==> config.mk <==
export PLATFORM = sky130hd
export DESIGN_NAME = axil_rd_master
export DESIGN_NICKNAME = d
export VERILOG_FILES = /design/src/rtl/blk_pkg.sv /design/src/rtl/axil_rd_master.sv
export VERILOG_INCLUDE_DIRS = /design/src /design/src/include
export SDC_FILE = /design/constraint.sdc
export NUM_CORES = 1
export LEC_CHECK = 0
export ABC_AREA = 1
export BUFFER_PORTS_ARGS = -buffer_cell sky130_fd_sc_hd__buf_2
export CAP_MARGIN = 20
export CORE_UTILIZATION = 31
export CTS_CLUSTER_SIZE = 12
export DETAILED_ROUTE_END_ITERATION = 8
export PLACE_DENSITY = 0.59
export REMOVE_ABC_BUFFERS = 1
export SLEW_MARGIN = 15
export SYNTH_ARGS = -nofsm -noshare
export SYNTH_HDL_FRONTEND = slang
export SYNTH_SLANG_ARGS = --single-unit
==> constraint.sdc <==
create_clock -name clk -period 1.9 [get_ports clk]
set_clock_uncertainty 0.15 [all_clocks]
set_input_delay 0.38 -clock clk [delete_from_list [all_inputs] [get_ports clk]]
set_output_delay 0.38 -clock clk [all_outputs]
set_load 0.02 [all_outputs]
==> src/include/blk_config.svh <==
`ifndef BLK_CONFIG_SVH
`define BLK_CONFIG_SVH

// data bus width in bits
`define BLK_DATA_W 32
// byte address width, 4 KiB of RAM
`define BLK_ADDR_W 12
// bytes per data word
`define BLK_STRB_W (`BLK_DATA_W / 8)
// word index width, byte address minus the two byte-lane bits
`define BLK_WIDX_W (`BLK_ADDR_W - 2)
// command word count width
`define BLK_LEN_W 10
// value every RAM word holds before any write
`define BLK_RAM_FILL 32'h0000_0014

`endif

==> src/rtl/blk_pkg.sv <==
`include "blk_config.svh"

package blk_pkg;

    // command opcode
    typedef enum logic {
        OP_COPY = 1'b0,
        OP_FILL = 1'b1
    } blk_op_e;

    // one argument word, read per op
    typedef union packed {
        // copy source byte address, low BLK_ADDR_W bits used
        logic [`BLK_DATA_W-1:0] src_addr;
        // fill word
        logic [`BLK_DATA_W-1:0] pattern;
    } blk_arg_u;

    // host command, len of zero is legal
    typedef struct packed {
        blk_op_e                op;
        blk_arg_u               arg;
        logic [`BLK_ADDR_W-1:0] dst_addr;
        logic [`BLK_LEN_W-1:0]  len;
        logic [`BLK_STRB_W-1:0] strb;
    } blk_cmd_t;

    // axi-lite write address
    typedef struct packed {
        logic [`BLK_ADDR_W-1:0] addr;
        logic                   valid;
    } axil_aw_t;

    // axi-lite write data
    typedef struct packed {
        logic [`BLK_DATA_W-1:0] data;
        logic [`BLK_STRB_W-1:0] strb;
        logic                   valid;
    } axil_w_t;

    // axi-lite read address
    typedef struct packed {
        logic [`BLK_ADDR_W-1:0] addr;
        logic                   valid;
    } axil_ar_t;

    // axi-lite read data, response is always okay
    typedef struct packed {
        logic [`BLK_DATA_W-1:0] data;
        logic                   valid;
    } axil_r_t;

    // debug write port, word addressed
    typedef struct packed {
        logic [`BLK_WIDX_W-1:0] addr;
        logic [`BLK_DATA_W-1:0] data;
        logic                   en;
    } dbg_wr_t;

endpackage

==> src/rtl/axil_rd_master.sv <==
`timescale 1ns/1ps
`include "blk_config.svh"

module axil_rd_master (
    input  logic                   clk,
    input  logic                   rst,
    input  logic                   rd_start,
    input  logic [`BLK_ADDR_W-1:0] rd_addr,
    output logic                   rd_done,
    output logic [`BLK_DATA_W-1:0] rd_data,
    output blk_pkg::axil_ar_t      ar,
    input  logic                   arready,
    input  blk_pkg::axil_r_t       r,
    output logic                   rready
);

    logic                   arvalid_q;
    logic                   r_pend_q;
    logic                   done_q;
    logic [`BLK_ADDR_W-1:0] addr_q;
    logic [`BLK_DATA_W-1:0] data_q;
    logic                   r_fire;

    // never back-pressure r
    assign rready = 1'b1;
    assign r_fire = r_pend_q && r.valid && rready;

    assign ar      = '{addr: addr_q, valid: arvalid_q};
    assign rd_done = done_q;
    assign rd_data = data_q;

    always_ff @(posedge clk) begin
        if (rst) begin
            arvalid_q <= 1'b0;
            r_pend_q  <= 1'b0;
            done_q    <= 1'b0;
        end else begin
            // done one cycle after r handshake
            done_q <= r_fire;
            if (rd_start) begin
                arvalid_q <= 1'b1;
                r_pend_q  <= 1'b1;
            end else begin
                // ar drops on its handshake
                if (arvalid_q && arready) begin
                    arvalid_q <= 1'b0;
                end
                if (r_fire) begin
                    r_pend_q <= 1'b0;
                end
            end
        end
    end

    // address and captured word
    always_ff @(posedge clk) begin
        if (rd_start) begin
            addr_q <= rd_addr;
        end
        if (r_fire) begin
            data_q <= r.data;
        end
    end

endmodule

==> summary.md, run 1 <==
The run finished with clean final reports. Summed over all layers, the global routing overflow is 0. Compared with the post-synthesis result, the final layout area differs by 43.59%.

The tool flagged a number of max-cap violations equal to 0. The worst-case IR drop observed on VDD is 0.0002870 V. Counting every sink on the clock net gives 47.

The max-slew violation total from the final report was 0. For the worst hold slack, the log shows 0.1039 ns. The synthesized-area fraction occupied by and/or/nand/nor cells was 1.040%; the number of buffers on the longest clock path was 2. At the end of the flow the core is filled with cells to 46.97%.

After the first detailed-routing iteration, the DRC count stood at 69. The count of cells in the finished layout, fillers not included, comes to 213. The via density per instance is 4.192, and the overall die area is 0.004934 mm^2. The maximum level of the CTS H-tree is 2, and the starting utilization of the core area is 32.71%.

The largest single stage delay on the critical path is 0.39 ns. The class of the tightest hold or removal check is input port to flip-flop. The first TritonRoute pass finished after 4 iterations.

The worst setup path is launched from a flip-flop. The tools report the count of inserted antenna diode cells as 0. The die extent in y was 70.25 um. For the number of filler instances in the final layout, the log shows 403. The signal on the critical path passes through buf_2. TritonCTS built the clock tree. After synthesis, the netlist uses 9 different library cells. STA puts the critical path data arrival time at 0.85 ns. Number of buffers inserted by port buffering: 94. The first global-routing pass estimated 4367 um of wire. The count of buffers added by post-CTS timing repair for setup is 0, and the remaining antenna violation count is 0. The analysis attributes to cell leakage a power of 0.8969 nW. Number of hold violations in the final report: 0.

The cell count after synthesis came out at 60. The post-synthesis average cell area was 24.06 um^2. Cell with the largest stage delay on the worst path: edfxtp_1. The category of the worst setup path capture point was an output port. The I/O pin total was 96. At the end of the flow, the number of nets in the layout was 209.

The worst setup path is of the flip-flop to output port kind. Largest net degree at the start of global routing: 33. The tree is rooted in a clkbuf_8.

The top-area cell type share of the netlist area was 91.51%; the clock transition at the registers of the reported paths was 0.09 ns. The number of endpoints failing setup at the final stage is 0, and the average wire per cell in the routed design is 13.00 um. The synthesized netlist devotes 0% of its cell area to XOR and XNOR gates. The period utilization works out to 72.66%. Setup repair after global routing left no endpoint under its margin.

For the area of the core, the log shows 0.004414 mm^2. The residual DRC count is 0. For this run, the top clock speed supported by timing is 724.4 MHz.

Multiplexer cells account for 0% of the synthesized area. The run gives 893 as the total via count in the routed design. The post-synthesis sequential element count came out at 47.

Row generation in the floorplan step produced 24 rows. Cells with a size suffix above 1 make up 63.98% of the layout. Cell area power density: 941.1 mW/mm^2. The floorplan step set the die width to 70.25 um. In this run, post-CTS hold repair placed 0 buffers.

At the later pin of the worst-skew pair, clock insertion delay measures 0.29 ns. The cell family with the largest share of critical-path delay is flip-flops. After Yosys synthesis, full adders, half adders and majority gates account for 0% of the synthesized area.

The cell area after synthesis is 0.001444 mm^2, and the number of placed instances, taps included is 205. Summing the areas of all compound-gate instances in the mapped netlist gives 0.9532% of the synthesized area. Setup total negative slack on the finished layout was measured at 0 ns. The placer congestion estimate was 0.6786. The number of global-route vias before repair came out at 897. The post-cts gate resize count is 0.

The aggregate global-route resource usage is 12.13%, and the worst-path maximum fanout is 1. Buffers inserted during clock tree synthesis total 5. The shortest clock period the worst path allows after layout is 1.380 ns. The most common cell after layout, fill and taps aside is buf_2. The number of buffer and inverter stages on the critical path was 1. Leaving out fill and tap cells, the most frequent cells in the layout are buf_2, edfxtp_1, clkbuf_8, inv_1.

The largest total area in the synthesized netlist belongs to edfxtp_1. The initial antenna violation count is 0. The data required time at the worst endpoint is 1.37 ns, and the HPWL after detailed placement is 2144 um.

For the sequential-to-total area share from yosys stat, the log shows 95.67%. The run gives 2769 um as the overall routed net length. Sorting the synthesized cells by area gives the leading types as edfxtp_1, dfxtp_1, buf_4, inv_1, nand2_1. Combinational family with the most area after synthesis: buffers and inverters. For this run, the number of Yosys warnings is 0.
[metal layers]
| metal | vias to the layer above | GRT usage, % | share of wire (%) |
|---|---|---|---|
| met2 | 70 | 18.84 | 47 |
| met3 | 5 | 5.628 | 12 |
| li1 | 418 | - | - |
| met1 | 400 | 14.09 | 39 |
| met4 | 0 | 6.000 | 2.0 |
| met5 | - | 0 | 0 |
[cell usage after synthesis]
| master | number |
|---|---|
| nor2_1 | 1 |
| conb_1 | 1 |
| a21oi_1 | 1 |
| buf_4 | 2 |
| edfxtp_1 | 44 |
| nand2_1 | 3 |
| inv_1 | 4 |
| dfxtp_1 | 3 |
| a21oi_2 | 1 |
[path summary, 6_finish.rpt]
kind | to | slack [ns] | start | depth (start not counted)
worst max-delay path | rd_data[21] | 0.52 | rd_data[21] | 1
worst min-delay path | rd_data[26] | 0.10 | r[27] | 1
worst max register to register | rd_data[20] | 0.74 | r_pend_q | 3
worst min register to register | rd_done | 0.32 | r_pend_q | 2
[kinds of logic after synthesis]
logic type | count (synthesis)
flip-flops | 47
buffers and inverters | 6
AND/OR/NAND/NOR | 4
AO/OA/AOI/OAI | 2
other | 1
[area by class of cell]
cell class / instances / area [um^2] / share of cell area (%)
clock buffers: 5 / 68.82 / 3.319
inverters: 4 / 15.01 / 0.7242
repair buffers: 95 / 490.5 / 23.66
flip-flops and latches: 47 / 1381 / 66.63
multi-input cells: 7 / 32.53 / 1.569
well taps: 52 / 65.06 / 3.138
clock inverters: 3 / 20.02 / 0.9656
[stage by stage]
stage	setup slack, ns	cell area, um^2	power, W
floorplan	0.2926	1429	0.001296
global placement	0.6213	1984	0.001394
detailed placement	0.5879	1984	0.001400
CTS	0.5006	2073	0.001983
global route	0.4778	2073	0.002035
finish	0.5195	2073	0.001951
[flip-flops by register name, indices dropped and copies added, names as in the netlist]
signal / flops
rd_data: 32
addr_q: 12
arvalid_q: 1
r_pend_q: 1
rd_done: 1
[report_power, final]
group	leakage (nW)	switching [W]	total, W	internal [W]
clock	0.0418	0.000323	0.000580	0.000256
sequential	0.437	0.0000121	0.00120	0.00118
combinational	0.418	0.000106	0.000175	0.0000686
Power figures use the tool's default switching activity.
==> run 2: changes to the inputs <==
Settings changed: ABC_AREA 1 to 0, PLACE_DENSITY 0.59 to 0.62.
Clock period 1.9 ns to 1.2 ns, I/O delays scaled along.
==> run 2 against run 1 <==
Compared with the run above:
- the flow now finishes with violations (negative setup slack)
- clock-buffer cell count is the same
- synthesized area increased by 0.61%
- via count increased by 20%
- flip-flop and latch count stayed put
- hold slack lost 0.084 ns
- synthesized cell count decreased by 5.0%
- largest cell class unchanged
- largest power group unchanged
==> summary.md, run 2 <==
The number of buffer and inverter stages on the critical path came out at 1 (unchanged). The tools report the startpoint of the tightest hold check path as rst (was r[27]). The clock tree root driver cell is clkbuf_8 (unchanged). The count of flip-flops with a built-in enable after synthesis was 44 (unchanged); the cell area power density was 1331 mW/mm^2 (was 941.1 mW/mm^2). The delay contributed by the slowest stage of the critical path is 0.43 ns (was 0.39 ns), and the overall power is 0.003711 W (was 0.001951 W).

The final-stage net count is 251 (was 209), and the post-synthesis average cell area is 25.48 um^2 (was 24.06 um^2). The worst-case reg-to-reg path depth was 2 (was 3); the remaining antenna violation count was 0 (unchanged). Post-synthesis sequential element count: 47 (unchanged).

The share of flip-flops with an asynchronous set or reset is 0% (unchanged). Worst-skew pair later-pin latency: 0.29 ns (about the same). The category of the worst setup path capture point is an output port (unchanged). Top cell types by occurrence after synthesis: edfxtp_1, dfxtp_1, buf_4, nand2b_1 (was edfxtp_1, inv_1, dfxtp_1, nand2_1, buf_4). The worst slack at placement was 0.08636 ns (was 0.5879 ns); the layout cell share with drive strength beyond 1 was 53.20% (was 63.98%).

The tools report the number of hold violations in the final report as 0 (unchanged). CTS sink count: 47 (unchanged). The leading cell type by number of instances after synthesis is edfxtp_1 (unchanged). The cell family with the largest share of critical-path delay was flip-flops (unchanged). The data required time at the worst endpoint came out at 0.81 ns (was 1.37 ns). The starting utilization of the core area is 32.91% (was 32.71%). The dominant synthesized flop cell is edfxtp_1 (unchanged).

Cell with the largest stage delay on the worst path: edfxtp_1 (unchanged). The worst-path maximum fanout works out to 1 (unchanged). The number of buffers inserted by port buffering was 94 (unchanged).

The period utilization is 105.4%. The tools report the sequential-to-total area share from yosys stat as 95.09% (was 95.67%). The worst path needs 1.265 ns of the cycle, external delays included. The number of global-route vias before repair is 1119 (was 897), and the width of the die is 70.46 um (was 70.25 um). The global-route wire length before repair was 5078 um (was 4367 um); the die extent in y was 70.46 um (was 70.25 um). The checks that failed: negative setup slack.

Average wire per cell in the routed design: 14.24 um (was 13.00 um). Main area contributors after synthesis: edfxtp_1, dfxtp_1, buf_4, nor2b_4, nand2b_1 (was edfxtp_1, dfxtp_1, buf_4, inv_1, nand2_1). The logs give 60 (was 69) for the number of DRC markers in iteration 0 and 2 (unchanged) for the number of buffers on the longest clock path.

Count of inserted antenna diode cells: 0 (unchanged). The overall die area was 0.004964 mm^2 (was 0.004934 mm^2). The largest net degree at the start of global routing is 25 (was 33). Setup repair after global routing could not meet its margin everywhere.

For the count of yosys warnings during synthesis, the log shows 0 (unchanged). The path type of the worst setup path was flip-flop to output port (unchanged). Via density per instance: 4.196 (was 4.192).

Cell-by-cell trace of the critical path: buf_6 (was buf_2). The maximum level of the CTS H-tree was 2 (unchanged). The flow ran to the end, but the final reports show violations. The number of flip-flops under the largest register name is 32 (unchanged), and the I/O pin total is 96 (unchanged). The biggest area consumer among synthesized cells was edfxtp_1 (unchanged).

The tools report the arrival time at the worst endpoint as 0.87 ns (was 0.85 ns). Reg-to-reg critical path startpoint: r_pend_q (unchanged). The run gives 0 (unchanged) as the residual DRC count. The tools report the timing startpoint of the critical path as rd_data[11] (was rd_data[21]). The area overhead of the layout relative to synthesis was 91.90% (was 43.59%). For the aggregate global-route resource usage, the log shows 13.80% (was 12.13%).

The most common cell after layout, fill and taps aside is buf_2 (unchanged). Most frequent cells in the layout: buf_2, edfxtp_1, dlygate4sd3_1, buf_6, clkbuf_8 (was buf_2, edfxtp_1, clkbuf_8, inv_1). The run gives 0.6860 (was 0.6786) as the placer congestion estimate. The end point of the most critical hold path was r_pend_q (was rd_data[26]). The max-slew violation total from the final report is 0 (unchanged), and the reg-to-reg setup timing slack is 0.10 ns (was 0.74 ns). The placed standard-cell area was 0.002001 mm^2 (was 0.001984 mm^2). Static timing analysis puts the maximum clock frequency at 790.8 MHz.

The nature of the critical path startpoint is a flip-flop (unchanged). The standard-cell row count is 24 (unchanged), and the largest voltage drop on the vdd net is 0.0009204 V (was 0.0002870 V). The hold-critical path depth came out at 2 (was 1). For the total via count in the routed design, the log shows 1070 (was 893). The tools report the number of distinct library cells after synthesis as 10 (was 9). The clock transition at the registers of the reported paths is 0.08 ns (was 0.09 ns), and the synthesized instance count is 57 (was 60). For the sum of negative setup slack, the log shows -0.9053 ns (was 0 ns).

The count of TritonRoute iterations in the first routing pass was 2 (was 4); the final worst slack was -0.06460 ns (was 0.5195 ns). The overall routed net length is 3632 um (was 2769 um). Top-area cell type share of the netlist area: 90.96% (was 91.51%). Worst flop-to-flop path endpoint: rd_data[10] (was rd_data[20]). The number of endpoints failing setup at the final stage is 42 (was 0). The leakage power summed over all cells is 1.165 nW (was 0.8969 nW), and the initial antenna violation count is 0 (unchanged). The max-cap check violation count was 0 (unchanged); the final non-filler cell area was 0.002788 mm^2 (was 0.002073 mm^2). The tools report the cell area after synthesis as 0.001453 mm^2 (was 0.001444 mm^2). The area of the core is 0.004414 mm^2 (unchanged).

The clock buffer count from CTS is 5 (unchanged). TritonCTS built the clock tree. The tools report the remaining global-route overflow as 0 (unchanged). The class of the tightest hold or removal check was input port to flip-flop (unchanged).
[run 2: worst max path at each step]
stage                     slack (ns)  cells past startpoint     endpoint
after floorplan                 0.06                      1   rd_data[0]
after global placement          0.09                      3  rd_data[13]
after detailed placement        0.09                      3  rd_data[28]
after CTS                      -0.06                      1  rd_data[21]
after global routing           -0.09                      1  rd_data[11]
final                          -0.06                      1  rd_data[11]
[run 2: timing repair]
item | in CTS | in global routing
endpoints found under the hold margin | 44 | 0
resized for setup | 17 | 51
hold buffers | 44 | 0
pin swaps | 0 | 0
setup buffers | 0 | 0
setup endpoints to repair | 45 | 45
[run 2: cell families (layout without fill, tap and decap cells)]
| group | Yosys count | in the layout | synth area share [%] |
|---|---|---|---|
| other | 1 | 1 | 0.2582 |
| AOI/OAI and AO/OA | 2 | 2 | 0.9472 |
| and+or+nand+nor | 4 | 4 | 2.411 |
| buffers and inverters | 3 | 149 | 1.291 |
| DFF | 47 | 47 | 95.09 |
[run 2: final cells by class]
class                           instances  area, um^2
Fill cell                             321        1627
Sequential cell                        47        1383
Timing Repair Buffer                  140        1147
Clock buffer                            5       68.82
Clock inverter                          3       67.56
Tap cell                               52       65.06
Multi-Input combinational cell          7       52.55
Inverter                                1       3.754
[run 2: per-stage QoR]
step	std cells	hold slack, ns	utilization, %
after global routing	255	0.01092	63.15
after global placement	203	0.2663	45.32
final	255	0.01943	63.15
after detailed placement	203	0.2683	45.32
after floorplan	55	0.1524	-
after CTS	255	0.007430	59.58
[run 2: metal layers]
| layer | wire, um | global-route usage, % | vias to the layer above |
|---|---|---|---|
| li1 | - | - | 501 |
| met1 | 1318 | 15.30 | 484 |
| met2 | 1871 | 24.34 | 80 |
| met3 | 413 | 5.772 | 5 |
| met4 | 30 | 3.333 | 0 |
| met5 | 0 | 0 | - |
[run 2: power breakdown]
| part | switching (W) | internal [W] | leakage [nW] | total, W |
|---|---|---|---|---|
| Clock | 0.000507 | 0.000830 | 0.0644 | 0.00134 |
| Sequential | 0.0000334 | 0.00188 | 0.437 | 0.00191 |
| Combinational | 0.000196 | 0.000266 | 0.663 | 0.000462 |
| Total | 0.000737 | 0.00297 | 1.16 | 0.00371 |
