`config.mk`:
```
export PLATFORM = sky130hd
export DESIGN_NAME = axil_wr_master
export DESIGN_NICKNAME = d
export VERILOG_FILES = /design/src/rtl/blk_pkg.sv /design/src/rtl/axil_wr_master.sv
export VERILOG_INCLUDE_DIRS = /design/src /design/src/include
export SDC_FILE = /design/constraint.sdc
export NUM_CORES = 1
export LEC_CHECK = 0
export BUFFER_PORTS_ARGS = -buffer_cell sky130_fd_sc_hd__clkbuf_2
export CORE_ASPECT_RATIO = 1.5
export CORE_UTILIZATION = 37
export DETAILED_ROUTE_END_ITERATION = 8
export GPL_TIMING_DRIVEN = 0
export MAX_ROUTING_LAYER = met4
export PLACE_DENSITY = 0.75
export SLEW_MARGIN = 20
export SYNTH_ARGS = -nofsm -noshare
export SYNTH_HDL_FRONTEND = slang
export SYNTH_SLANG_ARGS = --single-unit
```
`constraint.sdc`:
```
create_clock -name clk -period 0.8 [get_ports clk]
set_clock_uncertainty 0.1 [all_clocks]
set_input_delay 0.04 -clock clk [delete_from_list [all_inputs] [get_ports clk]]
set_output_delay 0.04 -clock clk [all_outputs]
set_load 0.01 [all_outputs]
```
`src/include/blk_config.svh`:
```
`ifndef BLK_CONFIG_SVH
`define BLK_CONFIG_SVH

// data bus width in bits
`define BLK_DATA_W 32
// byte address width, 4 KiB of RAM
`define BLK_ADDR_W 12
// bytes per data word
`define BLK_STRB_W (`BLK_DATA_W / 8)
// word index width, byte address minus the two byte-lane bits
`define BLK_WIDX_W (`BLK_ADDR_W - 2)
// command word count width
`define BLK_LEN_W 10
// value every RAM word holds before any write
`define BLK_RAM_FILL 32'h0000_0014

`endif

```
`src/rtl/blk_pkg.sv`:
```
`include "blk_config.svh"

package blk_pkg;

    // command opcode
    typedef enum logic {
        OP_COPY = 1'b0,
        OP_FILL = 1'b1
    } blk_op_e;

    // one argument word, read per op
    typedef union packed {
        // copy source byte address, low BLK_ADDR_W bits used
        logic [`BLK_DATA_W-1:0] src_addr;
        // fill word
        logic [`BLK_DATA_W-1:0] pattern;
    } blk_arg_u;

    // host command, len of zero is legal
    typedef struct packed {
        blk_op_e                op;
        blk_arg_u               arg;
        logic [`BLK_ADDR_W-1:0] dst_addr;
        logic [`BLK_LEN_W-1:0]  len;
        logic [`BLK_STRB_W-1:0] strb;
    } blk_cmd_t;

    // axi-lite write address
    typedef struct packed {
        logic [`BLK_ADDR_W-1:0] addr;
        logic                   valid;
    } axil_aw_t;

    // axi-lite write data
    typedef struct packed {
        logic [`BLK_DATA_W-1:0] data;
        logic [`BLK_STRB_W-1:0] strb;
        logic                   valid;
    } axil_w_t;

    // axi-lite read address
    typedef struct packed {
        logic [`BLK_ADDR_W-1:0] addr;
        logic                   valid;
    } axil_ar_t;

    // axi-lite read data, response is always okay
    typedef struct packed {
        logic [`BLK_DATA_W-1:0] data;
        logic                   valid;
    } axil_r_t;

    // debug write port, word addressed
    typedef struct packed {
        logic [`BLK_WIDX_W-1:0] addr;
        logic [`BLK_DATA_W-1:0] data;
        logic                   en;
    } dbg_wr_t;

endpackage

```
`src/rtl/axil_wr_master.sv`:
```
`timescale 1ns/1ps
`include "blk_config.svh"

module axil_wr_master (
    input  logic                   clk,
    input  logic                   rst,
    input  logic                   wr_start,
    input  logic [`BLK_ADDR_W-1:0] wr_addr,
    input  logic [`BLK_DATA_W-1:0] wr_data,
    input  logic [`BLK_STRB_W-1:0] wr_strb,
    output logic                   wr_done,
    output blk_pkg::axil_aw_t      aw,
    input  logic                   awready,
    output blk_pkg::axil_w_t       w,
    input  logic                   wready,
    input  logic                   bvalid,
    output logic                   bready
);

    logic                   awvalid_q;
    logic                   wvalid_q;
    logic                   b_pend_q;
    logic                   done_q;
    logic [`BLK_ADDR_W-1:0] addr_q;
    logic [`BLK_DATA_W-1:0] data_q;
    logic [`BLK_STRB_W-1:0] strb_q;
    logic                   b_fire;

    // always accept the response
    assign bready = 1'b1;
    assign b_fire = b_pend_q && bvalid && bready;

    assign aw      = '{addr: addr_q, valid: awvalid_q};
    assign w       = '{data: data_q, strb: strb_q, valid: wvalid_q};
    assign wr_done = done_q;

    always_ff @(posedge clk) begin
        if (rst) begin
            awvalid_q <= 1'b0;
            wvalid_q  <= 1'b0;
            b_pend_q  <= 1'b0;
            done_q    <= 1'b0;
        end else begin
            // pulse the cycle after b handshake
            done_q <= b_fire;
            if (wr_start) begin
                awvalid_q <= 1'b1;
                wvalid_q  <= 1'b1;
                b_pend_q  <= 1'b1;
            end else begin
                // each valid drops on its own handshake
                if (awvalid_q && awready) begin
                    awvalid_q <= 1'b0;
                end
                if (wvalid_q && wready) begin
                    wvalid_q <= 1'b0;
                end
                if (b_fire) begin
                    b_pend_q <= 1'b0;
                end
            end
        end
    end

    // payload held until both handshakes
    always_ff @(posedge clk) begin
        if (wr_start) begin
            addr_q <= wr_addr;
            data_q <= wr_data;
            strb_q <= wr_strb;
        end
    end

endmodule

```
==> results of run 1 <==
-- state kept, by name, summed over array words and instances, names as in the netlist --
name	count
data_q	32
awvalid_q	1
addr_q	12
wr_done	1
strb_q	4
b_pend_q	1
wvalid_q	1
-- what timing repair did --
item | 4_1_cts | 5_1_grt
setup buffers | 1 | 0
resized for setup | 4 | 13
hold endpoints to repair | 52 | 1
hold buffers | 51 | 1
pin swaps | 0 | 2
setup endpoints to repair | 102 | 54
-- placed cells by master, fill, tap and decap left out, drive strengths merged --
master / synthesis / layout
edfxtp: 48 / 48
nand2: 1 / 1
conb: 1 / 1
dlygate4sd3: 0 / 52
nor2: 1 / 1
dfxtp: 4 / 4
nand2b: 3 / 3
a21oi: 3 / 3
clkinv: 1 / 2
clkbuf: 0 / 106
buf: 3 / 6
-- report_power, final --
| part | switching [mW] | leakage (nW) | total (mW) | internal [mW] |
|---|---|---|---|---|
| logic | 0.319 | 0.700 | 0.739 | 0.420 |
| clock network | 0.753 | 0.0399 | 1.36 | 0.610 |
| registers | 0.0665 | 0.504 | 3.26 | 3.20 |
-- per-layer routing --
layer  track usage, %  up-vias
li1                 -      563
met1            15.61      569
met2            31.45       58
met3            3.894        8
met4            6.750        0
met5                -        -
-- layout make-up --
type,count,area share [%]
buffer,1,0.2654
timing repair buffer,156,38.04
inverter,1,0.1327
tap,46,2.035
clock inverter,1,0.1327
multi-input combinational,9,2.786
clock buffer,7,2.698
sequential,52,53.91
-- how the worst max path moves through the flow --
| stage | to | slack, ns | from |
|---|---|---|---|
| after floorplan | b_pend_q | 0.13 | b_pend_q |
| after global placement | wvalid_q | -0.81 | wr_start |
| after detailed placement | wvalid_q | -0.85 | wr_start |
| after CTS | w[32] | -0.19 | data_q[27] |
| after global routing | w[19] | -0.21 | data_q[14] |
| final | w[32] | -0.17 | data_q[27] |
-- cells by family (layout without fill, tap and decap cells) --
logic type | count (synthesis) | after routing | synth area share (%)
AO/OA/AOI/OAI | 3 | 3 | 1.170
flip-flops | 52 | 52 | 94.85
other | 1 | 1 | 0.2338
AND/OR/NAND/NOR | 5 | 5 | 2.105
buffers and inverters | 4 | 166 | 1.638
-- stage by stage --
step                      util [%]  power (mW)
after global routing         67.21       5.575
after floorplan                  -       3.463
after CTS                    65.96       5.394
after detailed placement     51.84       3.835
after global placement       51.84       3.806
final                        67.21       5.367
==> flow_summary.toml, run 1 <==
[floorplan]
dieHeight_um = 82.64
start_util_pct = 38.11
die_w_um = 55.76
fp.coreArea_um2 = 4209
ioPinCount = 106
fp-row-count = 29
dieArea_um2 = 4608

[route]
drt_iter0_drc = 29
route.met3.wl_um = 204
wl_met2_um = 2310
num_vias = 1198
top_layer = "met4"
firstDrtPassIters = 5
wl_per_cell_um = 13.96
viasPerCell = 4.388
routed_wl_um = 3811
drtAntennaViolNets = 0
m1WireLength_um = 1217
drc = 0

[finish]
final_cell_count_no_fill = 273
ff_latch_area_um2 = 1525
area_delta_synth_final_pct = 76.36
fin_area_um2 = 2829
fill_cells = 305
multi_input_area_um2 = 78.83
num_antenna_cells = 0
layout.nets = 280
layout-drive-gt1-share_pct = 52.42

[critical_path]
crit-reg2reg-launch = "awvalid_q"
crit_family = "flip-flops"
path_cells = "clkbuf_2"
cpMaxStageDelayCell = "edfxtp_1"
worst-path-buf-inv = 1
endpoint_kind = "primary output"
crit_path_start_kind = "register"
arrival_ns = 0.83
required_ns = 0.66
reg2reg_depth = 3
crit_cells = 1
r2r_setup_slack_ns = 0.04
crit_type = "reg -> out"
path_max_fanout = 1
r2r-end = "awvalid_q"
cpPeakStageDelay_ns = 0.40

[placed_design]
gp_congestion = 0.6668
placement.io_buffers = 104
dp.cells = 215
place_area_um2 = 2182
post-place-ws_ns = -0.8486
dpl.hpwl_um = 2308

[clocking]
cts-root-buf = "clkbuf_8"
clock_latency_ns = 0.29
cts.sinks = 52
clkTransAtPathRegs_ns = 0.08
h-tree-depth = 2
clockBufferDepth = 2
cts_tree = "done"
numCtsBuffers = 5

[timing]
fin_crit_ns = 0.9738
setup_ws_ns = -0.1738
rsz0062_at_grt = "true"
finalMaxSlewViolations = 0
finalSetupViolCount = 53
hold_slack_ns = 0.04793
finalHoldViolCount = 0
setup_tns_ns = -6.906
fin_crit_sh_pct = 121.7
fmax_mhz = 1027

[min_path]
hold_depth = 1
hp-class = "in -> reg"
min_to = "data_q[20]"
hp-start = "wr_start"

[power]
powerDensity_nw_per_um2 = 1897
peakVddDrop_mv = 1.760
p_leak_nw = 1.243

[logic_synthesis]
yosysSeqAreaShare_pct = 94.85
synth.most_common_cell = "edfxtp_1"
synth-edff-count = 48
syn_area_per_cell_um2 = 24.68
ys.flop_type = "edfxtp_1"
ys_types = 11
synth_top_area_share_pct = 89.86
yosys_warnings = 0
ys_ff_latch = 52
syn_nets = 119
synth.area.top_cells = "edfxtp_1 (90%), dfxtp_1 (5.0%), buf_4 (1.4%)"
yosys.area.top_type = "edfxtp_1"
synthCells = 65
netlist_area_um2 = 1604
synth_common_cells = "edfxtp_1 (48), dfxtp_1 (4), buf_4 (3)"
postSynth.asyncResetShare_pct = 0

[global_routing]
grt_first_pass_wirelength_um = 5278
grt_max_degree = 50
gr-total-overflow = 0
grt_pass1_vias = 1194
antenna_found_initial = 0
grtUsageTotal_pct = 16.34

[job]
cap_violations = 0

[status]
status = "finished, violations left"
failed_checks = "setup timing"
Note: power is estimated with default switching activity, not from simulation.
==> run 2, diff against run 1 <==
--- a/config.mk
+++ b/config.mk
@@ -6,6 +6,7 @@
 export SDC_FILE = /design/constraint.sdc
 export NUM_CORES = 1
 export LEC_CHECK = 0
+export ABC_AREA = 1
 export BUFFER_PORTS_ARGS = -buffer_cell sky130_fd_sc_hd__clkbuf_2
 export CORE_ASPECT_RATIO = 1.5
 export CORE_UTILIZATION = 37
==> flow_summary.toml, run 2 <==
[finish]
num_antenna_cells = 0
layout-drive-gt1-share_pct = 50.22
area_delta_synth_final_pct = 75.18
largest_reg_flops = 32
final_common_cell = "clkbuf_2"
reg_top3 = "data_q: 32 flops, addr_q: 12 flops, strb_q: 4 flops"
final_cell_mix = "clkbuf_2 (99), dlygate4sd3_1 (51), edfxtp_1 (48), clkbuf_8 (6), nand2_1 (4)"
regMostFlops = "data_q"
fill_cells = 322
fin_area_um2 = 2808
layout.nets = 284

[clocking]
clock_latency_ns = 0.29
clkTransAtPathRegs_ns = 0.08
clockBufferDepth = 2
numCtsBuffers = 5
cts-root-buf = "clkbuf_8"
h-tree-depth = 2
cts.sinks = 52
cts_tree = "done"

[logic_synthesis]
syn_area_per_cell_um2 = 23.23
syn_nets = 123
synthCells = 69
synth.most_common_cell = "edfxtp_1"
ys_ff_latch = 52
yosys_warnings = 0
synth_common_cells = "edfxtp_1 (48), dfxtp_1 (4), nand2_1 (4)"
synth.area.top_cells = "edfxtp_1 (90%), dfxtp_1 (5.0%), buf_4 (1.4%)"
netlist_area_um2 = 1603
postSynth.asyncResetShare_pct = 0
ys_types = 10
ys.flop_type = "edfxtp_1"
synth-edff-count = 48
yosysSeqAreaShare_pct = 94.93
yosys.area.top_type = "edfxtp_1"
synth_top_area_share_pct = 89.93

[critical_path]
arrival_ns = 0.84
crit_family = "flip-flops"
path_cells = "clkbuf_2"
required_ns = 0.66
crit_type = "reg -> out"
worst-path-buf-inv = 1
cpMaxStageDelayCell = "edfxtp_1"
path_max_fanout = 1
crit_path_start_kind = "register"
endpoint_kind = "primary output"
cpPeakStageDelay_ns = 0.41

[placed_design]
place_area_um2 = 2181
dpl.hpwl_um = 2426
gp_congestion = 0.6869
placement.io_buffers = 104

[power]
p_leak_nw = 1.268
peakVddDrop_mv = 1.749
power.total_mw = 5.446
powerDensity_nw_per_um2 = 1940

[floorplan]
dieHeight_um = 82.61
dieArea_um2 = 4605
ioPinCount = 106
fp-row-count = 29
start_util_pct = 38.08
fp.coreArea_um2 = 4209
die_w_um = 55.74

[route]
routed_wl_um = 3896
drtAntennaViolNets = 0
firstDrtPassIters = 4
drt_iter0_drc = 27
wl_per_cell_um = 14.06
drc = 0
num_vias = 1205
viasPerCell = 4.350

[timing]
fin_crit_ns = 0.9794
slew_headroom_pct = 55.75
tightest_slew_ns = 0.6638
hold_slack_ns = -0.03895
setup_ws_ns = -0.1794
setup_tns_ns = -6.795
rsz0062_at_grt = "true"
finalHoldViolCount = 1
finalSetupViolCount = 51
fmax_mhz = 1021
fin_crit_sh_pct = 122.4
finalMaxSlewViolations = 0

[status]
status = "finished, violations left"
failed_checks = "hold timing, setup timing"

[global_routing]
grt_pass1_vias = 1227
grt_first_pass_wirelength_um = 5402
grtUsageTotal_pct = 17.13
grt_max_degree = 50
antenna_found_initial = 0
gr-total-overflow = 0

[min_path]
hp-class = "in -> reg"

[job]
cap_violations = 0
[run 2: cell types whose count changed in the layout (fill, tap and decap cells not counted), moves of 2 or more]
cell | previous run | this run
nand2b_4 | 3 | 0
buf_6 | 4 | 1
nand2_1 | 1 | 4
a21oi_2 | 3 | 0
inv_1 | 0 | 3
clkinv_1 | 2 | 0
nand3_1 | 0 | 2
[run 2: metrics by stage]
stage | utilization [%] | setup slack [ns] | cells
final | 66.71 | -0.1794 | 277
after global placement | 51.81 | -0.6196 | 219
after CTS | 66.47 | -0.1853 | 278
after detailed placement | 51.81 | -0.6583 | 219
after floorplan | - | 0.1954 | 69
after global routing | 66.71 | -0.2026 | 277
[run 2: repair_timing]
item,4_1_cts,5_1_grt
buffers inserted,1,0
gates resized for setup,4,6
hold buffers,52,0
setup endpoints to repair,102,54
endpoints found under the hold margin,52,0
pin swaps,0,1
[run 2: worst register-to-register path: stages (launching register included)]
cell     delay [ns]
dfxtp_2        0.33
buf_4          0.13
nand3_2        0.06
nand2_1        0.05
[run 2: where the power goes]
part | leakage [nW] | switching (mW) | internal [mW] | total (mW)
logic | 0.719 | 0.319 | 0.407 | 0.727
registers | 0.503 | 0.0648 | 3.20 | 3.27
clock network | 0.0455 | 0.748 | 0.706 | 1.45
total | 1.27 | 1.13 | 4.31 | 5.45
[run 2: routing by layer]
metal	GRT usage (%)	wire length [um]
met2	33.13	2373
met3	4.050	179
met5	-	0
met4	9.250	91
met1	15.31	1251
[run 2: cells by family after synthesis]
group / after synthesis / share of synthesized area, %
simple gates: 9 / 2.498
buf+inv: 7 / 2.342
other cells: 1 / 0.2340
flops: 52 / 94.93
[run 2: layout make-up]
type / count / area [um2] / area share [%]
buffer: 1 / 7.507 / 0.2674
clock buffer: 8 / 90.09 / 3.209
inverter: 4 / 15.01 / 0.5348
multi-input combinational: 10 / 48.80 / 1.738
sequential: 52 / 1524 / 54.28
tap: 46 / 57.56 / 2.050
timing repair buffer: 156 / 1065 / 37.92
[run 2: worst paths after layout]
| path | from | endpoint | slack (ns) | depth (start not counted) |
|---|---|---|---|---|
| max | data_q[18] | w[23] | -0.18 | 1 |
| min | rst | wr_done | -0.04 | 2 |
| max reg2reg | awvalid_q | awvalid_q | 0.03 | 3 |
| min reg2reg | b_pend_q | wr_done | 0.37 | 2 |
==> run 3, diff against run 2 <==
==> constraint.sdc (replaced) <==
create_clock -name clk -period 0.8 [get_ports clk]
set_clock_uncertainty 0.1 [all_clocks]
set_input_delay 0.08 -clock clk [delete_from_list [all_inputs] [get_ports clk]]
set_output_delay 0.08 -clock clk [all_outputs]
set_load 0.01 [all_outputs]
==> flow_summary.toml, run 3 (synthesis gave the netlist of run 2 again) <==
[status]
status = "finished, violations left"
failed_checks = "hold timing, setup timing"

[power]
p_leak_nw = 1.261
power.total_mw = 5.459
peakVddDrop_mv = 1.723
powerDensity_nw_per_um2 = 1942

[critical_path]
worst-path-buf-inv = 1
crit_path_start_kind = "register"
crit_type = "reg -> out"
arrival_ns = 0.84
r2r-end = "awvalid_q"
crit_family = "flip-flops"
path_max_fanout = 1
reg2reg_depth = 3
required_ns = 0.62
cpMaxStageDelayCell = "edfxtp_1"
path_cells = "clkbuf_2"
cpPeakStageDelay_ns = 0.41
endpoint_kind = "primary output"
r2r_setup_slack_ns = 0.04
crit-reg2reg-launch = "awvalid_q"

[finish]
final_cell_count_no_fill = 277
reg_top3 = "data_q: 32 flops, addr_q: 12 flops, strb_q: 4 flops"
final_common_cell = "clkbuf_2"
num_antenna_cells = 0
layout.nets = 284
final_cell_mix = "clkbuf_2 (99), dlygate4sd3_1 (52), edfxtp_1 (48), clkbuf_8 (7), nand2_1 (4)"
area_delta_synth_final_pct = 75.41
largest_reg_flops = 32
regMostFlops = "data_q"
layout-drive-gt1-share_pct = 50.22

[route]
drc = 0
firstDrtPassIters = 4
drt_iter0_drc = 27
drtAntennaViolNets = 0
viasPerCell = 4.354
wl_per_cell_um = 14.28
routed_wl_um = 3956
num_vias = 1206

[floorplan]
fp-row-count = 29
ioPinCount = 106
fp.coreArea_um2 = 4209
start_util_pct = 38.08
dieHeight_um = 82.61
dieArea_um2 = 4605
die_w_um = 55.74

[global_routing]
antenna_found_initial = 0
grtUsageTotal_pct = 17.05
grt_max_degree = 50
gr-total-overflow = 0
grt_pass1_vias = 1208
grt_first_pass_wirelength_um = 5361

[placed_design]
dpl.hpwl_um = 2426
placement.io_buffers = 104
gp_congestion = 0.6869
dp.cells = 219

[timing]
rsz0062_at_grt = "true"
finalSetupViolCount = 51
finalMaxSlewViolations = 0
finalHoldViolCount = 1
fin_crit_ns = 1.020
fin_crit_sh_pct = 127.5
setup_ws_ns = -0.2201
hold_slack_ns = -0.004923
setup_tns_ns = -8.940
fmax_mhz = 980.3

[clocking]
cts-root-buf = "clkbuf_8"
cts.sinks = 52
h-tree-depth = 2
clkTransAtPathRegs_ns = 0.08
cts_tree = "done"
numCtsBuffers = 5
clock_latency_ns = 0.29
clockBufferDepth = 2

[min_path]
hp-start = "rst"
hp-class = "in -> reg"
hold_depth = 4
min_to = "awvalid_q"

[job]
cap_violations = 0
run 3: stage by stage:
step           area [um2]  setup slack [ns]  util, %  hold WS (ns)
2_1_floorplan        1603            0.1954        -       0.05155
3_3_place_gp         2181           -0.6596    51.81        0.1574
3_5_place_dp         2181           -0.6983    51.81        0.1586
4_1_cts              2804           -0.2253    66.62        0.1835
5_1_grt              2811           -0.2426    66.80      0.005016
6_report             2811           -0.2201    66.80     -0.004923
run 3: how the worst max path moves through the flow:
stage	startpoint	end	cells after the start
2_1_floorplan	awvalid_q	awvalid_q	2
4_1_cts	addr_q[5]	aw[6]	1
6_report	data_q[18]	w[23]	1
3_5_place_dp	wr_start	addr_q[1]	1
3_3_place_gp	wr_start	addr_q[3]	1
5_1_grt	addr_q[3]	aw[4]	1
run 3: final cells by class:
cell class / instances / area (um2)
sequential: 52 / 1524
fill: 318 / 1398
timing repair buffer: 156 / 1069
clock buffer: 8 / 90.09
tap: 46 / 57.56
multi-input combinational: 10 / 48.80
inverter: 4 / 15.01
buffer: 1 / 7.507
run 3: repair_timing:
item,in CTS,in global routing
setup endpoints to repair,102,54
hold endpoints to repair,52,1
resized for setup,5,5
setup buffers,1,0
hold buffers,52,1
run 3: layer usage:
metal / vias to the layer above / global-route usage [%] / share of wire (%)
met5: - / - / 0
met2: 48 / 33.13 / 61
met1: 577 / 14.98 / 33
met4: 0 / 9.250 / 1.9
li1: 573 / - / -
met3: 8 / 4.206 / 4.3
run 3: tightest hold or removal path, delay by kind of cell:
kind,cells,cell delay [ns]
buffers and inverters,2,0.16
and+or+nand+nor,2,0.11
run 3: power breakdown:
part	internal (mW)	total, mW	switching, mW
clock network	0.706	1.46	0.757
logic	0.410	0.730	0.321
registers	3.20	3.27	0.0658
