[src/include/blk_config.svh]
`ifndef BLK_CONFIG_SVH
`define BLK_CONFIG_SVH

// data bus width in bits
`define BLK_DATA_W 32
// byte address width, 4 KiB of RAM
`define BLK_ADDR_W 12
// bytes per data word
`define BLK_STRB_W (`BLK_DATA_W / 8)
// word index width, byte address minus the two byte-lane bits
`define BLK_WIDX_W (`BLK_ADDR_W - 2)
// command word count width
`define BLK_LEN_W 10
// value every RAM word holds before any write
`define BLK_RAM_FILL 32'h0000_0014

`endif

[src/rtl/blk_pkg.sv]
`include "blk_config.svh"

package blk_pkg;

    // command opcode
    typedef enum logic {
        OP_COPY = 1'b0,
        OP_FILL = 1'b1
    } blk_op_e;

    // one argument word, read per op
    typedef union packed {
        // copy source byte address, low BLK_ADDR_W bits used
        logic [`BLK_DATA_W-1:0] src_addr;
        // fill word
        logic [`BLK_DATA_W-1:0] pattern;
    } blk_arg_u;

    // host command, len of zero is legal
    typedef struct packed {
        blk_op_e                op;
        blk_arg_u               arg;
        logic [`BLK_ADDR_W-1:0] dst_addr;
        logic [`BLK_LEN_W-1:0]  len;
        logic [`BLK_STRB_W-1:0] strb;
    } blk_cmd_t;

    // axi-lite write address
    typedef struct packed {
        logic [`BLK_ADDR_W-1:0] addr;
        logic                   valid;
    } axil_aw_t;

    // axi-lite write data
    typedef struct packed {
        logic [`BLK_DATA_W-1:0] data;
        logic [`BLK_STRB_W-1:0] strb;
        logic                   valid;
    } axil_w_t;

    // axi-lite read address
    typedef struct packed {
        logic [`BLK_ADDR_W-1:0] addr;
        logic                   valid;
    } axil_ar_t;

    // axi-lite read data, response is always okay
    typedef struct packed {
        logic [`BLK_DATA_W-1:0] data;
        logic                   valid;
    } axil_r_t;

    // debug write port, word addressed
    typedef struct packed {
        logic [`BLK_WIDX_W-1:0] addr;
        logic [`BLK_DATA_W-1:0] data;
        logic                   en;
    } dbg_wr_t;

endpackage

[src/rtl/copy_ctrl.sv]
`timescale 1ns/1ps
`include "blk_config.svh"

module copy_ctrl (
    input  logic                   clk,
    input  logic                   rst,
    input  logic                   cmd_req,
    input  blk_pkg::blk_cmd_t      cmd,
    output logic                   cmd_ack,
    output logic                   rd_start,
    output logic [`BLK_ADDR_W-1:0] rd_addr,
    input  logic                   rd_done,
    input  logic [`BLK_DATA_W-1:0] rd_data,
    output logic                   wr_start,
    output logic [`BLK_ADDR_W-1:0] wr_addr,
    output logic [`BLK_DATA_W-1:0] wr_data,
    output logic [`BLK_STRB_W-1:0] wr_strb,
    input  logic                   wr_done
);

    typedef enum logic [2:0] {
        S_IDLE,
        S_NEXT,
        S_RD,
        S_WR,
        S_ACK
    } state_e;

    // one word in bytes
    localparam logic [`BLK_ADDR_W-1:0] STEP = `BLK_STRB_W;

    state_e                 state_q;
    logic                   cmd_ack_q;
    logic                   rd_start_q;
    logic                   wr_start_q;

    blk_pkg::blk_op_e       op_q;
    blk_pkg::blk_arg_u      arg_q;
    logic [`BLK_STRB_W-1:0] strb_q;
    logic [`BLK_ADDR_W-1:0] src_q;
    logic [`BLK_ADDR_W-1:0] dst_q;
    logic [`BLK_LEN_W-1:0]  remain_q;
    logic [`BLK_DATA_W-1:0] wr_data_q;

    assign cmd_ack  = cmd_ack_q;
    assign rd_start = rd_start_q;
    assign rd_addr  = src_q;
    assign wr_start = wr_start_q;
    assign wr_addr  = dst_q;
    assign wr_data  = wr_data_q;
    assign wr_strb  = strb_q;

    // sequencing fsm
    always_ff @(posedge clk) begin
        if (rst) begin
            state_q    <= S_IDLE;
            cmd_ack_q  <= 1'b0;
            rd_start_q <= 1'b0;
            wr_start_q <= 1'b0;
        end else begin
            rd_start_q <= 1'b0;
            wr_start_q <= 1'b0;
            case (state_q)
                S_IDLE: begin
                    if (cmd_req) begin
                        state_q <= S_NEXT;
                    end
                end
                S_NEXT: begin
                    // out of words, ack two cycles after sampling when len is zero
                    if (remain_q == '0) begin
                        cmd_ack_q <= 1'b1;
                        state_q   <= S_ACK;
                    end else if (op_q == blk_pkg::OP_COPY) begin
                        rd_start_q <= 1'b1;
                        state_q    <= S_RD;
                    end else begin
                        wr_start_q <= 1'b1;
                        state_q    <= S_WR;
                    end
                end
                S_RD: begin
                    // read word in hand, write it out
                    if (rd_done) begin
                        wr_start_q <= 1'b1;
                        state_q    <= S_WR;
                    end
                end
                S_WR: begin
                    if (wr_done) begin
                        state_q <= S_NEXT;
                    end
                end
                S_ACK: begin
                    // hold ack until host drops req
                    if (!cmd_req) begin
                        cmd_ack_q <= 1'b0;
                        state_q   <= S_IDLE;
                    end
                end
                default: begin
                    state_q <= S_IDLE;
                end
            endcase
        end
    end

    // command latch, counters and write word
    always_ff @(posedge clk) begin
        if (state_q == S_IDLE && cmd_req) begin
            op_q     <= cmd.op;
            arg_q    <= cmd.arg;
            strb_q   <= cmd.strb;
            src_q    <= cmd.arg.src_addr[`BLK_ADDR_W-1:0];
            dst_q    <= cmd.dst_addr;
            remain_q <= cmd.len;
        end
        // fill takes the pattern view of the argument
        if (state_q == S_NEXT && remain_q != '0 && op_q == blk_pkg::OP_FILL) begin
            wr_data_q <= arg_q.pattern;
        end
        if (state_q == S_RD && rd_done) begin
            wr_data_q <= rd_data;
        end
        // step both pointers once the word is written
        if (state_q == S_WR && wr_done) begin
            remain_q <= remain_q - 1'b1;
            src_q    <= src_q + STEP;
            dst_q    <= dst_q + STEP;
        end
    end

endmodule

[config.mk]
export PLATFORM = sky130hd
export DESIGN_NAME = copy_ctrl
export DESIGN_NICKNAME = d
export VERILOG_FILES = /design/src/rtl/blk_pkg.sv /design/src/rtl/copy_ctrl.sv
export VERILOG_INCLUDE_DIRS = /design/src /design/src/include
export SDC_FILE = /design/constraint.sdc
export NUM_CORES = 1
export LEC_CHECK = 0
export BUFFER_PORTS_ARGS = -buffer_cell sky130_fd_sc_hd__buf_2
export CORE_ASPECT_RATIO = 0.7
export CORE_MARGIN = 2
export CORE_UTILIZATION = 30
export DETAILED_ROUTE_END_ITERATION = 8
export PLACE_DENSITY_LB_ADDON = 0.15
export SYNTH_ARGS = -nofsm -noshare
export SYNTH_HDL_FRONTEND = slang
export SYNTH_SLANG_ARGS = --single-unit
[constraint.sdc]
create_clock -name clk -period 10.24 [get_ports clk]
set_input_delay 1.536 -clock clk [delete_from_list [all_inputs] [get_ports clk]]
set_output_delay 1.536 -clock clk [all_outputs]
set_load 0.05 [all_outputs]
==> out/qor.txt, run 1 <==
Status = finished clean
Area leader, netlist = edfxtp_1
Largest net degree at the start of global routing = 64
Syn nets = 414
Initial Util = 0.3046
Top FF cell, synth = edfxtp_1
Post-Syn Area = 4692 sq um
Post-synth ARST share = 0
Cell count of the worst hold path = 1
Final period util = 0.2950
Area delta synth->final = 27.28%
Critical path class = primary input to flop
Worst path max stage delay = 0.83 ns
Worst setup SP type = primary input
Die ar. = 16670 sq um
# diodes = 0
IO Pins = 159
Hold Startpoint = op_q
Post-synthesis sequential area ratio = 0.6848
Rel. slew slack = 0.3221
WP data required = 10.24 ns
Dpl hpwl = 7.520 mm
CTS buffer count = 9
Post-CTS sizing = 0
Routed wire length = 10.61 mm
Worst reg2reg endpoint = wr_data[2]
CP Max Fanout = 33
Reg2reg path depth = 4
Postcts setup bufs = 0
Cell count after synthesis = 314
Clk root buf = clkbuf_16
Final setup viols = 0
Tmin final = 3.021 ns
# hold bufs at CTS = 0
DRT Pass-1 Iters = 4
Final nets = 573
DRC = 0
Worst IR Drop VDD = 0.08074 mV
Most common cell in the synthesized netlist = edfxtp_1
Worst Tran Pin Value = 1.013 ns
Number of DRC markers in iteration 0 = 191
CP arrival = 3.02 ns
Reg2reg start = state_q[1]
Worst skew pair latency = 0.35 ns
Share of layout cells above drive strength 1 = 0.4477
Hold Fails Final Rpt = 0
CTS H-tree lvls = 3
Critical path, cell by cell = buf_2, and3b_2, a21o_1, buf_4
Largest cells by area after synthesis = edfxtp_1, mux2_4, nand2_1
Clock buffer depth = 2
Fmax = 331.0 MHz
Synth warnings = 0
Dpl cells = 662
Yosys reg bits = 109
Top cells by count, synth = edfxtp_1, nand2_1, o21ai_0
Hold Path End = rd_start
Clock transition at the registers of the reported paths = 0.07 ns
GRT overflow = 0
Reg2Reg Setup Slack = 7.77 ns
Design Area, Final = 5972 sq um
Post-route ant nets = 0
CTS tree = built
Initial antenna violation count = 0
DR WL/cell = 15.65 microns
Vias in the first global route = 3113
First-pass GRT wire length = 16.76 mm
Placed Area = 5699 sq um
Share of the synthesized area in the top cell type = 0.6592
RSZ-0062 raised after global routing = no
Vias = 3043
CP max-delay cell = and3b_2
PwrDens = 196.3 nW/um^2
Chip height = 108.6 microns
Clock Skews = 0.009074 ns
Vias per cell = 4.488
Distinct cells, synth = 40
Max-Cap Viols = 0
Pwr Total = 1172 uW
Worst min-delay path category = flop to flop
Final std cells w/o fill = 678
Avg Cell Area, Syn = 14.94 sq um
GRT Overall Usage = 0.1318
TNS Setup = 0 ns
Final Slew Violations = 0
Die width = 153.5 microns
Core area = 15400 sq um
Port Buffers = 158
Final Wtd Congestion = 0.7883
CP Capture Type = flop
Hold slack = 0.5281 ns
Leak Pwr = 0.002384 uW
Row cnt = 38
# clock sinks = 109
Post-synth EDFFs = 103
[final cells by class]
class	instances	area, sq um
Fill cell	1526	9433
Multi-Input combinational cell	189	1411
Tap cell	200	250.2
Sequential cell	109	3213
Timing Repair Buffer	161	813.3
Clock buffer	10	229.0
Inverter	3	11.26
Clock inverter	6	43.79
[where the power goes]
group	total [uW]	switching (uW)	internal, uW
Combinational	254	178	76.7
Sequential	588	29.5	558
Clock	330	163	167
Total	1170	370	802
[worst max-delay path, delay by kind of cell]
family | cells | cell delay (ns)
and+or+nand+nor | 1 | 0.83
buffers and inverters | 2 | 0.48
AOI/OAI and AO/OA | 1 | 0.14
[cells in the final DEF (no fill, tap or decap), types with 2 or more instances in the layout]
cell type,Yosys,layout
buf_2,2,158
edfxtp_1,103,103
nand2_1,42,42
o21ai_0,29,28
mux2_4,20,20
xor2_1,15,15
mux2_2,10,10
nor2_1,11,10
xnor2_1,9,9
clkbuf_16,0,9
nand3_1,8,7
dfxtp_1,6,6
mux2_1,4,4
nand4_1,4,4
and2_1,4,4
ha_1,4,4
inv_1,3,3
nand3b_1,3,3
nor4_1,3,3
inv_6,0,3
buf_4,2,3
and4_1,2,2
a31oi_1,2,2
a21o_1,2,2
and3_1,2,2
clkinv_2,0,2
[cells by family (layout without fill, tap and decap cells)]
family / Yosys count / in the layout / share of synthesized area
XOR/XNOR: 24 / 24 / 0.04480
AO/OA/AOI/OAI: 39 / 39 / 0.04587
adder cells (fa/ha/maj): 4 / 4 / 0.01067
flip-flops: 109 / 109 / 0.6848
multiplexers: 34 / 34 / 0.09760
buffers and inverters: 16 / 180 / 0.01973
AND/OR/NAND/NOR: 88 / 88 / 0.09653
[worst max-delay path by stage]
stage	to	from	cells after the start	slack (ns)
2_1_floorplan	rd_addr[10]	cmd_req	2	6.01
3_5_place_dp	wr_data[2]	rd_done	4	6.76
4_1_cts	wr_data[8]	rd_done	4	7.14
6_report	wr_data[2]	rd_done	4	7.22
3_3_place_gp	wr_data[2]	rd_done	4	6.78
5_1_grt	wr_data[5]	rd_done	4	7.09
[metal layers]
layer	GRT usage	up-vias	part of all wire
met1	0.1731	1455	0.46
li1	-	1480	-
met3	0.04531	8	0.066
met5	0	-	0
met2	0.2085	100	0.46
met4	0.03932	0	0.0091
[flip-flops by register name, indices dropped and copies added (netlist names)]
name and cells:
wr_data 32, wr_strb 4, wr_addr 12, arg_q 32, wr_start 1, rd_addr 12
op_q 1, remain_q 10, cmd_ack 1, rd_start 1, state_q 3
[stage by stage]
step / utilization / setup WS (ns)
final: 0.3877 / 7.219
after global routing: 0.3877 / 7.092
after CTS: 0.3877 / 7.140
after detailed placement: 0.3700 / 6.760
after global placement: 0.3700 / 6.780
after floorplan: - / 6.011
Note: power is estimated with default switching activity, not from simulation.
==> run 2: changes to the inputs <==
clock period = 3 ns   (was 10.24 ns; I/O delays follow)
==> run 2 against run 1 <==
Net effect:
- sequential cell count did not move
- non-clock buffer count rose by 3
- final area rose by 0.80%
- clock skew rose by 0.00096 ns
- sequential power rose to 3.4 times the previous value
- critical path type is now flop to flop
- critical endpoint is now wr_data[5]
- highest routed layer unchanged
==> out/qor.txt, run 2 (synthesis results as in run 1) <==
Area delta synth->final = 28.29%
Die width = 153.5 microns (unchanged)
Chip height = 108.6 microns (unchanged)
PwrDens = 677.4 nW/um^2 (+250%)
Top Family by Delay on Critical Path = flip-flops
Vias = 3026 (-0.56%)
Final setup viols = 0 (unchanged)
Commonest non-fill, non-tap cell in the layout = buf_2
Vias per cell = 4.443 (-1.0%)
# diodes = 0 (unchanged)
DR WL/cell = 15.13 microns (-3.4%)
# clock sinks = 109 (unchanged)
Met1 Track Usage GR = 0.1719 (-0.001239)
Worst setup SP type = flop
Number of DRC markers in iteration 0 = 226 (+18%)
Vias in the first global route = 2956 (-5.0%)
Initial Util = 0.3046 (unchanged)
Final period util = 0.7023
Final Wtd Congestion = 0.7660 (-2.8%)
Worst path max stage delay = 0.53 ns (-0.30 ns)
Clock transition at the registers of the reported paths = 0.08 ns (about the same)
Hold Fails Final Rpt = 0 (unchanged)
CTS buffer count = 9 (unchanged)
IO Pins = 159 (unchanged)
Worst IR Drop VDD = 0.2780 mV (+240%)
Tmin final = 2.107 ns
Final nets = 576 (+0.52%)
Post-CTS sizing = 0 (unchanged)
CP Max Fanout = 32 (-3.0%)
CTS H-tree lvls = 3 (unchanged)
Port Buffers = 158 (unchanged)
Filler cell count = 1538 (+0.79%)
DRT Pass-1 Iters = 4 (unchanged)
Max-Cap Viols = 0 (unchanged)
WP data required = 3.00 ns (-7.24 ns)
GRT overflow = 0 (unchanged)
Leak Pwr = 0.002413 uW (+1.2%)
GRT Overall Usage = 0.1260 (-0.005826)
Largest net degree at the start of global routing = 37 (-42%)
CP Capture Type = flop
CP arrival = 2.11 ns (-0.91 ns)
Core area = 15400 sq um (unchanged)
Pwr Total = 4077 uW (+250%)
Most frequent cells in the layout = buf_2, edfxtp_1, nand2_1
Initial antenna violation count = 0 (unchanged)
CP max-delay cell = dfxtp_1
Clock Skews = 0.01004 ns (+0.0009620 ns)
CTS tree = built
Rel. slew slack = 0.2894 (-0.03262)
Clk root buf = clkbuf_16
Worst Tran Pin Value = 1.062 ns (+0.04875 ns)
Fmax = 474.6 MHz
Row cnt = 38 (unchanged)
Final Slew Violations = 0 (unchanged)
Met2 global-route usage = 0.1932 (-0.01531)
TNS Setup = 0 ns (unchanged)
Status = finished clean
DRC = 0 (unchanged)
Critical path, cell by cell = or3b_1, a31oi_1, a21o_1, buf_4
Routed wire length = 10.30 mm (-2.9%)
Share of layout cells above drive strength 1 = 0.4511 (+0.003445)
Dpl hpwl = 7.438 mm (-1.1%)
RSZ-0062 raised after global routing = no
Die ar. = 16670 sq um (unchanged)
Worst skew pair latency = 0.35 ns (about the same)
Post-route ant nets = 0 (unchanged)
First-pass GRT wire length = 15.83 mm (-5.6%)
Worst min-delay path category = primary input to flop
Clock buffer depth = 2 (unchanged)
Buf+Inv Stages, Crit Path = 1 (-1)
# hold bufs at CTS = 0 (unchanged)
Postcts setup bufs = 0 (unchanged)
GR peak layer = met2
Met3 Use GR = 0.03855 (-0.006757)
Critical path class = flop to flop
-- run 2: changes by cell type in the layout (fill, tap and decap cells not counted), sizes merged --
| cell | change |
|---|---|
| buf | +3 |
| clkinv | +1 |
| clkbuf | -1 |
| clkinvlp | -1 |
| bufinv | +1 |
-- run 2: final cells by class --
class	count	area, sq um	share of cell area
Timing Repair Buffer	164	835.8	0.1388
Sequential cell	109	3213	0.5338
Clock inverter	7	72.57	0.01206
Clock buffer	9	225.2	0.03741
Tap cell	200	250.2	0.04157
Multi-Input combinational cell	189	1411	0.2345
Inverter	3	11.26	0.001871
-- run 2: worst paths after layout --
check / from / end / slack, ns / cells after the start
worst max-delay path: state_q[0] / wr_data[5] / 0.89 / 4
worst min-delay path: cmd[54] / arg_q[28] / 0.27 / 1
worst max register to register: state_q[0] / wr_data[5] / 0.89 / 4
worst min register to register: op_q / rd_start / 0.51 / 1
-- run 2: where the power goes --
| part | switching [uW] | internal, uW |
|---|---|---|
| Combinational | 603 | 263 |
| Sequential | 99.5 | 1910 |
| Clock | 552 | 654 |
| Total | 1250 | 2820 |
-- run 2: metrics by stage --
step           std cells  hold slack, ns  utilization  instance area [sq um]  worst slack, ns
2_1_floorplan        314          0.4415            -                   4692           0.3151
3_3_place_gp         665          0.5048       0.3714                   5722           0.9690
3_5_place_dp         665          0.4926       0.3714                   5722           0.9095
4_1_cts              681          0.2510       0.3908                   6020           0.8922
5_1_grt              681          0.2482       0.3908                   6020           0.7479
6_report             681          0.2665       0.3908                   6020           0.8931
-- run 2: worst register-to-register path: cells and delay by family, from the launching register on --
kind / cells / cell delay, ns
simple gates: 1 / 0.41
buf+inv: 1 / 0.39
compound gates: 2 / 0.39
flops: 1 / 0.53
-- run 2: routing by layer --
metal | wire length, microns | share of wire
met1 | 4954 | 0.48
met5 | 0 | 0
met3 | 561 | 0.054
met2 | 4651 | 0.45
met4 | 135 | 0.013
==> run 3: changes to the inputs <==
clock period = 2.1 ns   (was 3 ns; I/O delays follow)
==> run 3 against run 2 <==
Net effect:
- maximum frequency increased by 12%
- largest power group unchanged
- die area did not move
- hold slack got worse by 0.13 ns
- combinational power increased by 49%
- final cell count up 0.73%
- sequential cell count unchanged
- largest cell class unchanged
- critical endpoint is now wr_addr[7]
- via count up 0.23%
- sequential power up 42%
- final area up 0.91%
- count of clock-buffer cells in the layout is 1 higher
- sequential share of layout area down 0.48 points
- non-clock buffer count up 5
==> out/qor.txt, run 3 (synthesis results as in run 1) <==
Status = finished clean
Hold Fails Final Rpt = 0 (unchanged)
Buf+Inv Stages, Crit Path = 0 (-1)
Reg2reg start = state_q[0]
RSZ-0062 raised after global routing = no
Worst min-delay path category = primary input to flop
TNS Setup = 0 ns (unchanged)
Worst reg2reg endpoint = wr_addr[7]
Worst IR Drop VDD = 0.3873 mV (+39%)
CTS tree = built
Final Slew Violations = 0 (unchanged)
Clock transition at the registers of the reported paths = 0.07 ns (about the same)
Rel. slew slack = 0.2919 (+0.002488)
Fin worst setup slack = 0.2134 ns (-0.6797 ns)
Worst setup endpoint = wr_addr[7]
CTS buffer count = 9 (unchanged)
Reg2Reg Setup Slack = 0.21 ns (-0.68 ns)
Routed wire length = 10.62 mm (+3.0%)
Vias per cell = 4.421 (-0.50%)
Filler cell count = 1504 (-2.2%)
Postcts setup bufs = 0 (unchanged)
Vias in the first global route = 2983 (+0.91%)
Row cnt = 38 (unchanged)
Storage cell area = 3213 sq um (unchanged)
Tmin final = 1.887 ns (-0.2203 ns)
CP Capture Type = flop
Most frequent cells in the layout = buf_2, edfxtp_1, nand2_1
Worst setup SP type = flop
Design Area, Final = 6075 sq um (+0.91%)
GRT Overall Usage = 0.1279 (+0.001934)
# hold bufs at CTS = 0 (unchanged)
Share of layout cells above drive strength 1 = 0.4588 (+0.007704)
Vias = 3033 (+0.23%)
DRT Pass-1 Iters = 4 (unchanged)
Critical path class = flop to flop
Leak Pwr = 0.002432 uW (+0.76%)
WP data required = 2.06 ns (-0.94 ns)
Largest net degree at the start of global routing = 40 (+8.1%)
PwrDens = 946.7 nW/um^2 (+40%)
# diodes = 0 (unchanged)
Fmax = 530.1 MHz (+12%)
CP arrival = 1.85 ns (-0.26 ns)
Pwr Total = 5751 uW (+41%)
Worst Setup SP = state_q[0]
Clk root buf = clkbuf_16
Final Wtd Congestion = 0.8357 (+9.1%)
DRC = 0 (unchanged)
Number of DRC markers in iteration 0 = 157 (-31%)
Post-Route Utilization = 0.3943 (+0.003574)
Chip height = 108.6 microns (unchanged)
Critical path, cell by cell = nor2_1, nand2_1, o21ai_4
Final setup viols = 0 (unchanged)
Die ar. = 16670 sq um (unchanged)
Post-route ant nets = 0 (unchanged)
Cell count of the worst hold path = 1 (unchanged)
Initial Util = 0.3046 (unchanged)
Area taken by multi-input logic gates = 1413 sq um (about the same)
DR WL/cell = 15.48 microns (+2.3%)
GRT overflow = 0 (unchanged)
Reg2reg path depth = 3 (-1)
Worst skew pair latency = 0.34 ns (about the same)
Area delta synth->final = 29.47%
Core area = 15400 sq um (unchanged)
Worst slack, placed = 0.2204 ns (-0.6891 ns)
First-pass GRT wire length = 16.26 mm (+2.7%)
Die width = 153.5 microns (unchanged)
Max-Cap Viols = 0 (unchanged)
Clock Skews = 0.006178 ns (-0.003858 ns)
Top Family by Delay on Critical Path = compound AO/OA/AOI/OAI gates
# clock sinks = 109 (unchanged)
CP max-delay cell = o21ai_4
Port Buffers = 158 (unchanged)
CP Max Fanout = 30 (-6.3%)
Post-CTS sizing = 0 (unchanged)
Worst Tran Pin Value = 1.058 ns (-0.003718 ns)
Final nets = 581 (+0.87%)
IO Pins = 159 (unchanged)
CTS H-tree lvls = 3 (unchanged)
Critical path depth = 3 (-1)
Dpl hpwl = 7.672 mm (+3.2%)
Commonest non-fill, non-tap cell in the layout = buf_2
Clock buffer depth = 2 (unchanged)
Final period util = 0.8984 (+0.1961)
Worst path max stage delay = 0.82 ns (+0.29 ns)
Placed Area = 5798 sq um (+1.3%)
Initial antenna violation count = 0 (unchanged)
==> run 3: cell count changes in the layout (fill, tap and decap cells not counted), sizes merged <==
cell	before	now
clkbuf	9	10
clkinvlp	0	1
clkinv	3	4
buf	164	169
bufinv	1	0
inv	6	4
==> run 3: metrics by stage <==
stage | hold WS, ns | instances
detailed placement | 0.4931 | 670
floorplan | 0.3871 | 314
global route | 0.1160 | 686
CTS | 0.1213 | 686
finish | 0.1412 | 686
global placement | 0.4935 | 670
==> run 3: how the worst min path moves through the flow <==
stage                       start          to  slack (ns)
final                      cmd[0]  wr_strb[0]        0.14
after global routing       cmd[2]  wr_strb[2]        0.12
after CTS                 cmd[42]   arg_q[16]        0.12
after global placement     cmd[1]  wr_strb[1]        0.49
after detailed placement  cmd[42]   arg_q[16]        0.49
after floorplan               rst     cmd_ack        0.39
==> run 3: worst reg2reg max path, stage by stage (launching register included) <==
cell     delay, ns
dfxtp_1       0.38
nor2_1        0.16
nand2_1       0.12
o21ai_4       0.82
==> run 3: final cells by class <==
class,instances,share of cell area
clock buffers,10,0.03769
clock inverters,6,0.007827
inverters,3,0.001854
multi-input cells,189,0.2325
flip-flops and latches,109,0.5289
well taps,200,0.04119
repair buffers,169,0.1499
==> run 3: layer usage <==
metal / track usage / up-vias / part of all wire
met5: 0 / - / 0
met4: 0.03735 / 0 / 0.011
met3: 0.03657 / 11 / 0.058
met2: 0.1936 / 78 / 0.44
met1: 0.1801 / 1440 / 0.49
li1: - / 1504 / -
==> run 3: report_power, final <==
group	internal [uW]	leakage, uW	switching, uW
sequential	2720	0.00102	138
combinational	411	0.00128	880
clock	815	0.000133	786
